`src/common/lbls_pkg.sv`:
```
// shared constants and channel array types for one readout bank
// modules reference these by scoped name, lbls_pkg::name
`default_nettype none

package lbls_pkg;

	// channels per bank and deserializer bits per channel per clock
	localparam int NUM_CHANNELS = 12;
	localparam int WORD_WIDTH = 8;

	// popcount of one word, 0 to 8
	localparam int ONES_WIDTH = 4;

	// slow monitoring counters
	localparam int COUNTER_WIDTH = 32;
	// published rate scalers, saturating
	localparam int SCALER_WIDTH = 16;
	// time over threshold, wraps
	localparam int TOT_WIDTH = 8;

	// scaler window in clocks
	// a hardware build runs about 12.5 million here
	localparam int ACCUMULATE_PERIODS = 256;
	localparam int WINDOW_WIDTH = $clog2(ACCUMULATE_PERIODS);

	typedef logic [NUM_CHANNELS-1:0][WORD_WIDTH-1:0] channel_words_t;
	typedef logic [NUM_CHANNELS-1:0][ONES_WIDTH-1:0] channel_ones_t;
	typedef logic [NUM_CHANNELS-1:0] channel_mask_t;

	// number of set bits in one deserializer word
	function automatic logic [ONES_WIDTH-1:0] count_ones(input logic [WORD_WIDTH-1:0] word);
		logic [ONES_WIDTH-1:0] total;
		total = '0;
		for (int b = 0; b < WORD_WIDTH; b++) begin
			total = total + (ONES_WIDTH)'(word[b]);
		end
		return total;
	endfunction

endpackage

`default_nettype wire
```
`src/common/lbls_words_if.sv`:
```
// conditioned channel words from the conditioner to the statistics stages
// source on the conditioner side, sink on counters, scaler and tot
`default_nettype none

interface lbls_words_if;

	// zero latency, polarity corrected
	lbls_pkg::channel_words_t inverted;
	// gated by hit mask and gate, one register
	lbls_pkg::channel_words_t masked;
	// popcount of masked, one register later
	lbls_pkg::channel_ones_t ones;
	// per channel nonzero flag, lines up with masked
	lbls_pkg::channel_mask_t hit;
	// trigger level aligned with ones
	logic trigger;

	modport source (
		output inverted, masked, ones, hit, trigger
	);

	modport sink (
		input inverted, masked, ones, hit, trigger
	);

endinterface

`default_nettype wire

```
`src/verilog/lbls_bank.sv`:
```
// one readout bank of the photon detector trigger and DAQ board
// conditioner feeds counters, rate scalers and tot in parallel
// any is the registered OR of the per channel hit flags
`default_nettype none

module lbls_bank (
	input wire logic clock,
	input wire logic reset,
	// one deserializer word per channel per clock
	input wire lbls_pkg::channel_words_t win,
	input wire lbls_pkg::channel_mask_t hit_mask,
	input wire lbls_pkg::channel_mask_t inversion_mask,
	input wire logic gate,
	input wire logic clear_channel_counters,
	input wire logic trigger_active,
	// running ones counts since the last clear
	output logic [lbls_pkg::NUM_CHANNELS-1:0][lbls_pkg::COUNTER_WIDTH-1:0] counts,
	// once per window
	output logic [lbls_pkg::NUM_CHANNELS-1:0][lbls_pkg::SCALER_WIDTH-1:0] scalers,
	// once per trigger window
	output logic [lbls_pkg::NUM_CHANNELS-1:0][lbls_pkg::TOT_WIDTH-1:0] tots,
	// some gated enabled channel saw a nonzero word
	output logic any
);

	// conditioned words shared by all stages
	lbls_words_if words ();

	lbls_word_conditioner u_conditioner (
		.clock(clock),
		.reset(reset),
		.win(win),
		.inversion_mask(inversion_mask),
		.hit_mask(hit_mask),
		.gate(gate),
		.trigger_active(trigger_active),
		.words(words.source)
	);

	// monitoring counters on the unmasked inverted words
	lbls_channel_counters u_counters (
		.clock(clock),
		.reset(reset),
		.clear_channel_counters(clear_channel_counters),
		.words(words.sink),
		.counts(counts)
	);

	// rate scalers on the unmasked inverted words
	lbls_rate_scaler u_scaler (
		.clock(clock),
		.reset(reset),
		.words(words.sink),
		.scalers(scalers)
	);

	// tot on the masked ones and aligned trigger
	lbls_tot_accumulator u_tot (
		.clock(clock),
		.reset(reset),
		.words(words.sink),
		.tots(tots)
	);

	// hit lines up with masked at N+1
	// so any reflects the word from edge N at N+2
	always_ff @(posedge clock) begin
		if (reset) begin
			any <= 1'b0;
		end else begin
			any <= |words.hit;
		end
	end

endmodule

`default_nettype wire

```
`src/verilog/lbls_tot_accumulator.sv`:
```
// time over threshold per channel across each trigger window
// sums the masked ones while the aligned trigger is high
// publishes and clears on the first cycle after the trigger falls
`default_nettype none

module lbls_tot_accumulator (
	input wire logic clock,
	input wire logic reset,
	lbls_words_if.sink words,
	output logic [lbls_pkg::NUM_CHANNELS-1:0][lbls_pkg::TOT_WIDTH-1:0] tots
);

	// aligned trigger one cycle back, for edge detect
	logic trigger_prev;
	logic trigger_fell;

	// sums for the window in progress
	logic [lbls_pkg::NUM_CHANNELS-1:0][lbls_pkg::TOT_WIDTH-1:0] tot_sums;

	assign trigger_fell = trigger_prev && !words.trigger;

	always_ff @(posedge clock) begin
		if (reset) begin
			trigger_prev <= 1'b0;
		end else begin
			trigger_prev <= words.trigger;
		end
	end

	always_ff @(posedge clock) begin
		if (reset) begin
			tot_sums <= '0;
			tots <= '0;
		end else begin
			for (int ch = 0; ch < lbls_pkg::NUM_CHANNELS; ch++) begin
				if (words.trigger) begin
					// wraps at TOT_WIDTH bits
					tot_sums[ch] <= tot_sums[ch] +
						(lbls_pkg::TOT_WIDTH)'(words.ones[ch]);
				end else if (trigger_fell) begin
					tots[ch] <= tot_sums[ch];
					tot_sums[ch] <= '0;
				end
			end
		end
	end

	// readout stays put for the whole trigger window
	a_tots_stable: assert property (
		@(posedge clock) disable iff (reset)
		words.trigger |=> $stable(tots)
	);

endmodule

`default_nettype wire

```
`src/verilog/lbls_rate_scaler.sv`:
```
// windowed rate scaler per channel
// sums inverted ones over ACCUMULATE_PERIODS clocks and publishes once per window
// published values saturate at the scaler maximum
`default_nettype none

module lbls_rate_scaler (
	input wire logic clock,
	input wire logic reset,
	lbls_words_if.sink words,
	output logic [lbls_pkg::NUM_CHANNELS-1:0][lbls_pkg::SCALER_WIDTH-1:0] scalers
);

	// position inside the current window
	logic [lbls_pkg::WINDOW_WIDTH-1:0] window_count;
	logic window_last;

	// running sums and their saturated next values
	logic [lbls_pkg::NUM_CHANNELS-1:0][lbls_pkg::SCALER_WIDTH-1:0] sums;
	logic [lbls_pkg::NUM_CHANNELS-1:0][lbls_pkg::SCALER_WIDTH-1:0] sum_next;
	// one extra bit to catch the overflow
	logic [lbls_pkg::NUM_CHANNELS-1:0][lbls_pkg::SCALER_WIDTH:0] sum_wide;

	assign window_last = (window_count ==
		(lbls_pkg::WINDOW_WIDTH)'(lbls_pkg::ACCUMULATE_PERIODS - 1));

	// window runs free from reset
	always_ff @(posedge clock) begin
		if (reset) begin
			window_count <= '0;
		end else if (window_last) begin
			window_count <= '0;
		end else begin
			window_count <= window_count + 1'b1;
		end
	end

	always_comb begin
		for (int ch = 0; ch < lbls_pkg::NUM_CHANNELS; ch++) begin
			sum_wide[ch] = {1'b0, sums[ch]} + (lbls_pkg::SCALER_WIDTH + 1)'(
				lbls_pkg::count_ones(words.inverted[ch]));
			// pin at all ones once the top bit carries
			sum_next[ch] = sum_wide[ch][lbls_pkg::SCALER_WIDTH] ?
				'1 : sum_wide[ch][lbls_pkg::SCALER_WIDTH-1:0];
		end
	end

	// last cycle includes its own word in the published value
	always_ff @(posedge clock) begin
		if (reset) begin
			sums <= '0;
			scalers <= '0;
		end else if (window_last) begin
			scalers <= sum_next;
			sums <= '0;
		end else begin
			sums <= sum_next;
		end
	end

	a_window_range: assert property (
		@(posedge clock) disable iff (reset)
		window_count < lbls_pkg::ACCUMULATE_PERIODS
	);

endmodule

`default_nettype wire

```
`src/verilog/lbls_channel_counters.sv`:
```
// running ones counter per channel for slow monitoring
// counts every inverted word regardless of mask and gate
// software reads the counts and then pulses the clear
`default_nettype none

module lbls_channel_counters (
	input wire logic clock,
	input wire logic reset,
	input wire logic clear_channel_counters,
	lbls_words_if.sink words,
	output logic [lbls_pkg::NUM_CHANNELS-1:0][lbls_pkg::COUNTER_WIDTH-1:0] counts
);

	// ones in this cycle's inverted word widened for the add
	logic [lbls_pkg::NUM_CHANNELS-1:0][lbls_pkg::COUNTER_WIDTH-1:0] word_ones;

	always_comb begin
		for (int ch = 0; ch < lbls_pkg::NUM_CHANNELS; ch++) begin
			word_ones[ch] = (lbls_pkg::COUNTER_WIDTH)'(
				lbls_pkg::count_ones(words.inverted[ch]));
		end
	end

	// clear wins over the add in the same cycle
	always_ff @(posedge clock) begin
		if (reset || clear_channel_counters) begin
			counts <= '0;
		end else begin
			for (int ch = 0; ch < lbls_pkg::NUM_CHANNELS; ch++) begin
				// wraps at 2^32
				counts[ch] <= counts[ch] + word_ones[ch];
			end
		end
	end

endmodule

`default_nettype wire

```
`src/verilog/lbls_word_conditioner.sv`:
```
// first pipeline stage of the bank
// inverts, gates and masks the raw words, counts ones and flags hits
// trigger level is delayed to line up with the ones counts
`default_nettype none

module lbls_word_conditioner (
	input wire logic clock,
	input wire logic reset,
	input wire lbls_pkg::channel_words_t win,
	input wire lbls_pkg::channel_mask_t inversion_mask,
	input wire lbls_pkg::channel_mask_t hit_mask,
	input wire logic gate,
	input wire logic trigger_active,
	lbls_words_if.source words
);

	// inverted word with hit mask and gate applied
	lbls_pkg::channel_words_t gated;
	// first tap of the trigger delay
	logic trigger_delay;

	always_comb begin
		for (int ch = 0; ch < lbls_pkg::NUM_CHANNELS; ch++) begin
			// polarity flip per channel
			words.inverted[ch] = win[ch] ^ {lbls_pkg::WORD_WIDTH{inversion_mask[ch]}};
			// whole word zeroed when channel disabled or gate closed
			gated[ch] = words.inverted[ch] &
				{lbls_pkg::WORD_WIDTH{hit_mask[ch] & gate}};
		end
	end

	// masked word and hit flag, word at edge N shows at N+1
	always_ff @(posedge clock) begin
		if (reset) begin
			words.masked <= '0;
			words.hit <= '0;
		end else begin
			words.masked <= gated;
			for (int ch = 0; ch < lbls_pkg::NUM_CHANNELS; ch++) begin
				words.hit[ch] <= |gated[ch];
			end
		end
	end

	// popcount stage, shows at N+2
	always_ff @(posedge clock) begin
		if (reset) begin
			words.ones <= '0;
		end else begin
			for (int ch = 0; ch < lbls_pkg::NUM_CHANNELS; ch++) begin
				words.ones[ch] <= lbls_pkg::count_ones(words.masked[ch]);
			end
		end
	end

	// two deep trigger delay
	always_ff @(posedge clock) begin
		if (reset) begin
			trigger_delay <= 1'b0;
			words.trigger <= 1'b0;
		end else begin
			trigger_delay <= trigger_active;
			words.trigger <= trigger_delay;
		end
	end

	// disabled or ungated channel never leaks into masked one cycle later
	for (genvar ch = 0; ch < lbls_pkg::NUM_CHANNELS; ch++) begin : g_mask_check
		a_masked_zero: assert property (
			@(posedge clock) disable iff (reset)
			!(hit_mask[ch] && gate) |=> (words.masked[ch] == '0)
		);
	end

endmodule

`default_nettype wire

```
`config.mk`:
```
export PLATFORM = sky130hd
export DESIGN_NAME = lbls_bank
export DESIGN_NICKNAME = d
export VERILOG_FILES = /design/src/common/lbls_pkg.sv /design/src/common/lbls_words_if.sv /design/src/verilog/lbls_bank.sv /design/src/verilog/lbls_tot_accumulator.sv /design/src/verilog/lbls_rate_scaler.sv /design/src/verilog/lbls_channel_counters.sv /design/src/verilog/lbls_word_conditioner.sv
export SDC_FILE = /design/constraint.sdc
export NUM_CORES = 2
export LEC_CHECK = 0
export ABC_CLOCK_PERIOD_IN_PS = 7700
export BUFFER_PORTS_ARGS = -buffer_cell sky130_fd_sc_hd__buf_2
export CAP_MARGIN = 10
export CORE_MARGIN = 5
export CORE_UTILIZATION = 35
export CTS_CLUSTER_DIAMETER = 30
export CTS_CLUSTER_SIZE = 12
export DETAILED_ROUTE_END_ITERATION = 8
export HOLD_SLACK_MARGIN = 0.08
export PLACE_DENSITY = 0.56
export SLEW_MARGIN = 10
export SYNTH_ARGS = -nofsm -noshare
export SYNTH_HDL_FRONTEND = slang
export SYNTH_HIERARCHICAL = 1
export SYNTH_SLANG_ARGS = --single-unit
export TNS_END_PERCENT = 100
```
`constraint.sdc`:
```
create_clock -name clock -period 7.7 [get_ports clock]
set_clock_uncertainty 0.05 [all_clocks]
set_input_delay 0.385 -clock clock [delete_from_list [all_inputs] [get_ports clock]]
set_output_delay 0.385 -clock clock [all_outputs]
set_load 0.02 [all_outputs]
```
Word level (Yosys, flattened, before mapping)
Cells that the tools add are included. Widths: inputs -> output; s select.

Input bits: 125. Register bits after elaboration: 1128. Word-level logic and storage cells: 377. Output and inout port bits: 673.

Multiplexer cells: 25. Reductions and logical operators: 19. Bitwise logic cells: 37. Add/subtract/negate cells: 205. Equality and inequality tests: 1.

Operators with widths (number): $add 4x1->4 (144); $add 32x4->32 (12); $add 16x4->17 (12); $mux 16 (12); $mux 8 (13); $add 8x4->8 (12); $and 8x8->8 (12); $reduce_or 8->1 (12); $xor 8x8->8 (12); $add 1x1->2 (24); $and 1x1->1 (12); $reduce_or 12->1 (1); $add 8x1->8 const B (1); $eq 8x8->1 const B (1); $reduce_and 2->1 (1); $reduce_bool 2->1 (1); $reduce_or 2->1 (1); $logic_and 1x1->1 (1); $logic_not 1->1 (1); $logic_or 1x1->1 (1); $not 1->1 (1).

Depth between registers and ports, before layout
Word-level depth: 10. Mapped depth: 17. Depth with buffers taken out: 15.

Cells and area by module
Netlist, hierarchy kept.

Modules (own cells, without submodules): lbls_channel_counters (cells an instance 2243, sequential area each 7687.4 um^2, area each 19575.0 um^2, times used 1); lbls_rate_scaler (cells an instance 1998, sequential area each 7847.5 um^2, area each 18202.5 um^2, times used 1); lbls_tot_accumulator (cells an instance 1035, sequential area each 3863.7 um^2, area each 8893.5 um^2, times used 1); lbls_word_conditioner (cells an instance 767, sequential area each 3163.0 um^2, area each 7846.3 um^2, times used 1); lbls_bank (cells an instance 5, sequential area each 20.0 um^2, area each 45.0 um^2, times used 1).

Worst setup path before layout
No wires, ideal clock.

Kind: input to register. Start point: input port inversion_mask[2]. End point: register u_scaler/scalers[34] in the netlist's numbering. Cell stages on the path: 16. Buffers on the path: 3. Arrival: 4.353 ns. Setup time: 0.058 ns. Setup slack: 3.240 ns. Data required time: 7.592 ns. Cell sequence: buf_4 xor2_1 fa_1 inv_1 fa_1 fa_1 fa_1 fa_1 nand2b_1 a211oi_4 nand4_1 or2_1 buf_6 buf_12 a21oi_2 a21o_1.

RTL lines: from (decl) (RTL line lbls_bank.sv:12) `input wire lbls_pkg::channel_mask_t inversion_mask,`; to (signal assigned) (RTL line lbls_rate_scaler.sv:53) `scalers <= sum_next;`; to (decl) (RTL line lbls_rate_scaler.sv:10) `output logic [lbls_pkg::NUM_CHANNELS-1:0][lbls_pkg::SCALER_WIDTH-1:0] scalers`.

==> metrics.md <==
| Metric | Value |
|---|---|
| Outcome | finished clean |
| Synth Instances | approximately 6000 |
| Buffers on Ports | 797 |
| # rows | around 140 |
| Grt met1 use | 0.2833 |
| Total congestion overflow | 0 |
| Met3 global-route usage | 0.06715 |
| Layout Nets | between 7000 and 8000 |
| Period utilization | 0.6742 |
| Critical path type | in2reg |
| RSZ-0062 raised after global routing | false |
| GR peak layer | met2 |
| Die height | a little over 400 µm |
| Placeable Area | between 150000 and 200000 µm² |
| Crit path time final | 5.192 ns |
| Design area | around 72000 µm² |
| Syn Nets | 6582 |
| GP Congestion | 0.9048 |
| First-pass GRT wire length | about 290000 µm |
| Syn Std Cell Area | ~55000 µm² |
| Initial DRC Count | a little over 3000 |
| Post-synth EDFFs | 0 |
| CP Max Fanout | 22 |
| Worst-Skew Late Latency | roughly 0.9 ns |
| Most frequent cells in the layout | 1126 x dfxtp_1, 796 x buf_2, 542 x nor2_1, 509 x a21oi_1, 505 x nand2_1 |
| HP Class | in2reg |
| Post-synthesis sequential area ratio | 0.4139 |
| Commonest non-fill, non-tap cell in the layout | dfxtp_1 |
| Starting Density | 0.3530 |
| Pins over their slew limit | 0 |
| Final ANT Viol Nets | 0 |
| Setup repair bufs after CTS | 0 |
| Max Fclk | roughly 0.19 GHz |
| Placed Area | around 60000 µm² |
| Top FF cell, synth | dfxtp_1 |
| Top-Level Pins | 798 |
| Initial antenna violation count | 29 |
| DP HPWL | 141800 µm |
| CTS sink cnt | around 1100 |
| Area Overhead vs Synth | 32.72% |
| Setup_tns | 0 ns |
| Clock transition at path regs | ~0.04 ns |
| Vias in the first global route | around 47000 |
| VDD IR max | 0.0001872 V |
| Final WL | between 150000 and 200000 µm |
| Total number of vias | about 48000 |
| Die width | approximately 400 µm |
| Distinct cells, synth | just over 80 |
| Largest buffer count on any clock path | 4 |
| Tot GR Track Use | 0.2259 |
| Worst slack at placement | between 1.5 and 2 ns |
| Setup ws final | 2.508 ns |
| Largest net degree at the start of global routing | about 200 |
| CTS tree | done |
| Register bit count reported by yosys | about 1100 |
| Setup violators final | 0 |
| PD cells | between 300 and 400 nW/µm² |
| TritonCTS buffer count | 307 |
| Relative slew slack | 0.2197 |
| Drt first pass iters | 5 |
| Clk root buf | clkbuf_16 |
| WP data required | ~8.4 ns |
| M2 GR Usage | 0.3642 |
| Arrival time at the worst endpoint | 5.92 ns |
| Async S/R FF share, synth | 0 |
| WL per Instance | roughly 20 µm |
| Startpoint Class | input pin |
| Mean Syn Cell Area | approximately 9 µm² |
| Die ar. | around 160000 µm² |
| Final hold vios | 0 |
| Leakage | 32.08 nW |
| Syn. warnings | 6 |
| DR vias/cell | just over 5 |
| Layout cells sized above 1 | 0.1939 |
| H-tree levels | 5 |
| DRC errors left | 0 |
| Core Util, Final | 0.4684 |
| Slew @ Worst Pin | 1.171 ns |
| Crit end category | flop |
| Maxcap violations | 0 |
[where the power goes]
part / internal (mW) / leakage, nW / switching [mW] / total [mW]
sequential: 6.13 / 9.12 / 0.167 / 6.30
combinational: 1.84 / 17.9 / 2.85 / 4.69
clock: 8.84 / 5.02 / 3.77 / 12.6
[cell type report]
type | instances | area [µm²]
Fill cell | 14800 | 82170
Multi-Input combinational cell | 4209 | 29140
Sequential cell | 1128 | 22590
Clock buffer | 390 | 8591
Timing Repair Buffer | 1012 | 6101
Tap cell | 2044 | 2557
Clock inverter | 144 | 1722
Inverter | 447 | 1678
Antenna cell | 15 | 37.54
[metrics by stage]
step,total power [mW],std cells,hold slack [ns]
2_1_floorplan,9.405,6048,0.3638
3_3_place_gp,10.99,8654,0.3813
3_5_place_dp,11.06,8654,0.3842
4_1_cts,23.93,9373,0.08026
5_1_grt,24.80,9382,0.1217
6_report,23.60,9389,0.1348
[state kept, by name, summed over array words and instances, names as in the netlist]
| name | cells |
|---|---|
| u_conditioner/words.masked | 96 |
| u_counters/counts | 384 |
| u_tot/tot_sums | 96 |
| u_scaler/sums | 192 |
| u_conditioner/words.ones | 48 |
| u_tot/trigger_prev | 1 |
| u_scaler/scalers | 192 |
| u_conditioner/trigger_delay | 1 |
| u_scaler/window_count | 8 |
| u_conditioner/words.hit | 12 |
| any | 1 |
| u_tot/tots | 96 |
| u_conditioner/words.trigger | 1 |
[final timing paths]
| kind | depth (start not counted) | end | from | slack (ns) |
|---|---|---|---|---|
| max | 14 | u_scaler/scalers[29] | win[8] | 2.51 |
| min reg2reg | 2 | u_tot/tots[58] | u_tot/tot_sums[58] | 0.39 |
| max reg2reg | 12 | u_counters/counts[380] | u_counters/counts[352] | 2.94 |
| min | 4 | u_conditioner/words.hit[3] | win[24] | 0.13 |
[layer usage]
layer | part of all wire | vias to the layer above | wire (µm)
li1 | - | 23030 | -
met1 | 0.43 | 23017 | 82140
met2 | 0.46 | 1432 | 88100
met3 | 0.077 | 317 | 14720
met4 | 0.038 | 10 | 7224
met5 | 0.00036 | - | 69
[worst max-delay path, stage by stage]
cell           delay, ns
dlygate4sd3_1       0.53
buf_2               0.14
xor2_1              0.37
fa_1                0.54
inv_1               0.11
fa_1                0.42
fa_1                0.45
fa_1                0.54
fa_1                0.45
nand2b_1            0.22
a211oi_2            0.38
nand4_1             0.80
a211oi_1            0.46
a21o_1              0.11
[timing repair]
| action | in CTS | in global routing |
|---|---|---|
| gates resized for setup | 0 | 0 |
| endpoints found under the hold margin | 164 | 0 |
| setup endpoints to repair | 0 | 0 |
| hold buffers | 185 | 0 |
[synthesized netlist by cell type, types with 31 or more instances]
master	number	area (µm²)
and4_1	42	367.9
inv_1	446	1674
dfxtp_1	1128	22580
xor2_1	340	2978
nor2_1	544	2042
and2_1	43	269.0
nor2b_1	49	306.5
ha_1	230	2878
or4_1	40	300.3
o2111ai_1	46	402.9
a22o_1	36	315.3
nand2b_1	31	193.9
nor3_1	34	170.2
o21ai_0	223	1116
clkbuf_1	147	551.8
a21o_1	110	825.8
o211ai_1	58	435.4
nand2_1	505	1896
or3_1	91	569.3
and3_1	184	1151
nor3b_1	62	465.5
nand4_1	149	932.1
a21oi_1	511	2557
a211oi_1	42	315.3
xnor2_1	159	1393
mux2i_1	41	410.4
nand3_1	186	930.9
fa_1	179	3583
buf_2	59	295.3
[cell families after synthesis]
| logic type | Yosys count | share of synthesized area |
|---|---|---|
| XOR/XNOR | 499 | 0.08010 |
| buffers and inverters | 711 | 0.05327 |
| multiplexers | 56 | 0.01062 |
| AND/OR/NAND/NOR | 2050 | 0.1886 |
| flip-flops | 1128 | 0.4139 |
| adder cells (fa/ha/maj) | 409 | 0.1184 |
| AO/OA/AOI/OAI | 1195 | 0.1351 |
No activity file was read; power rests on OpenSTA's default activity.
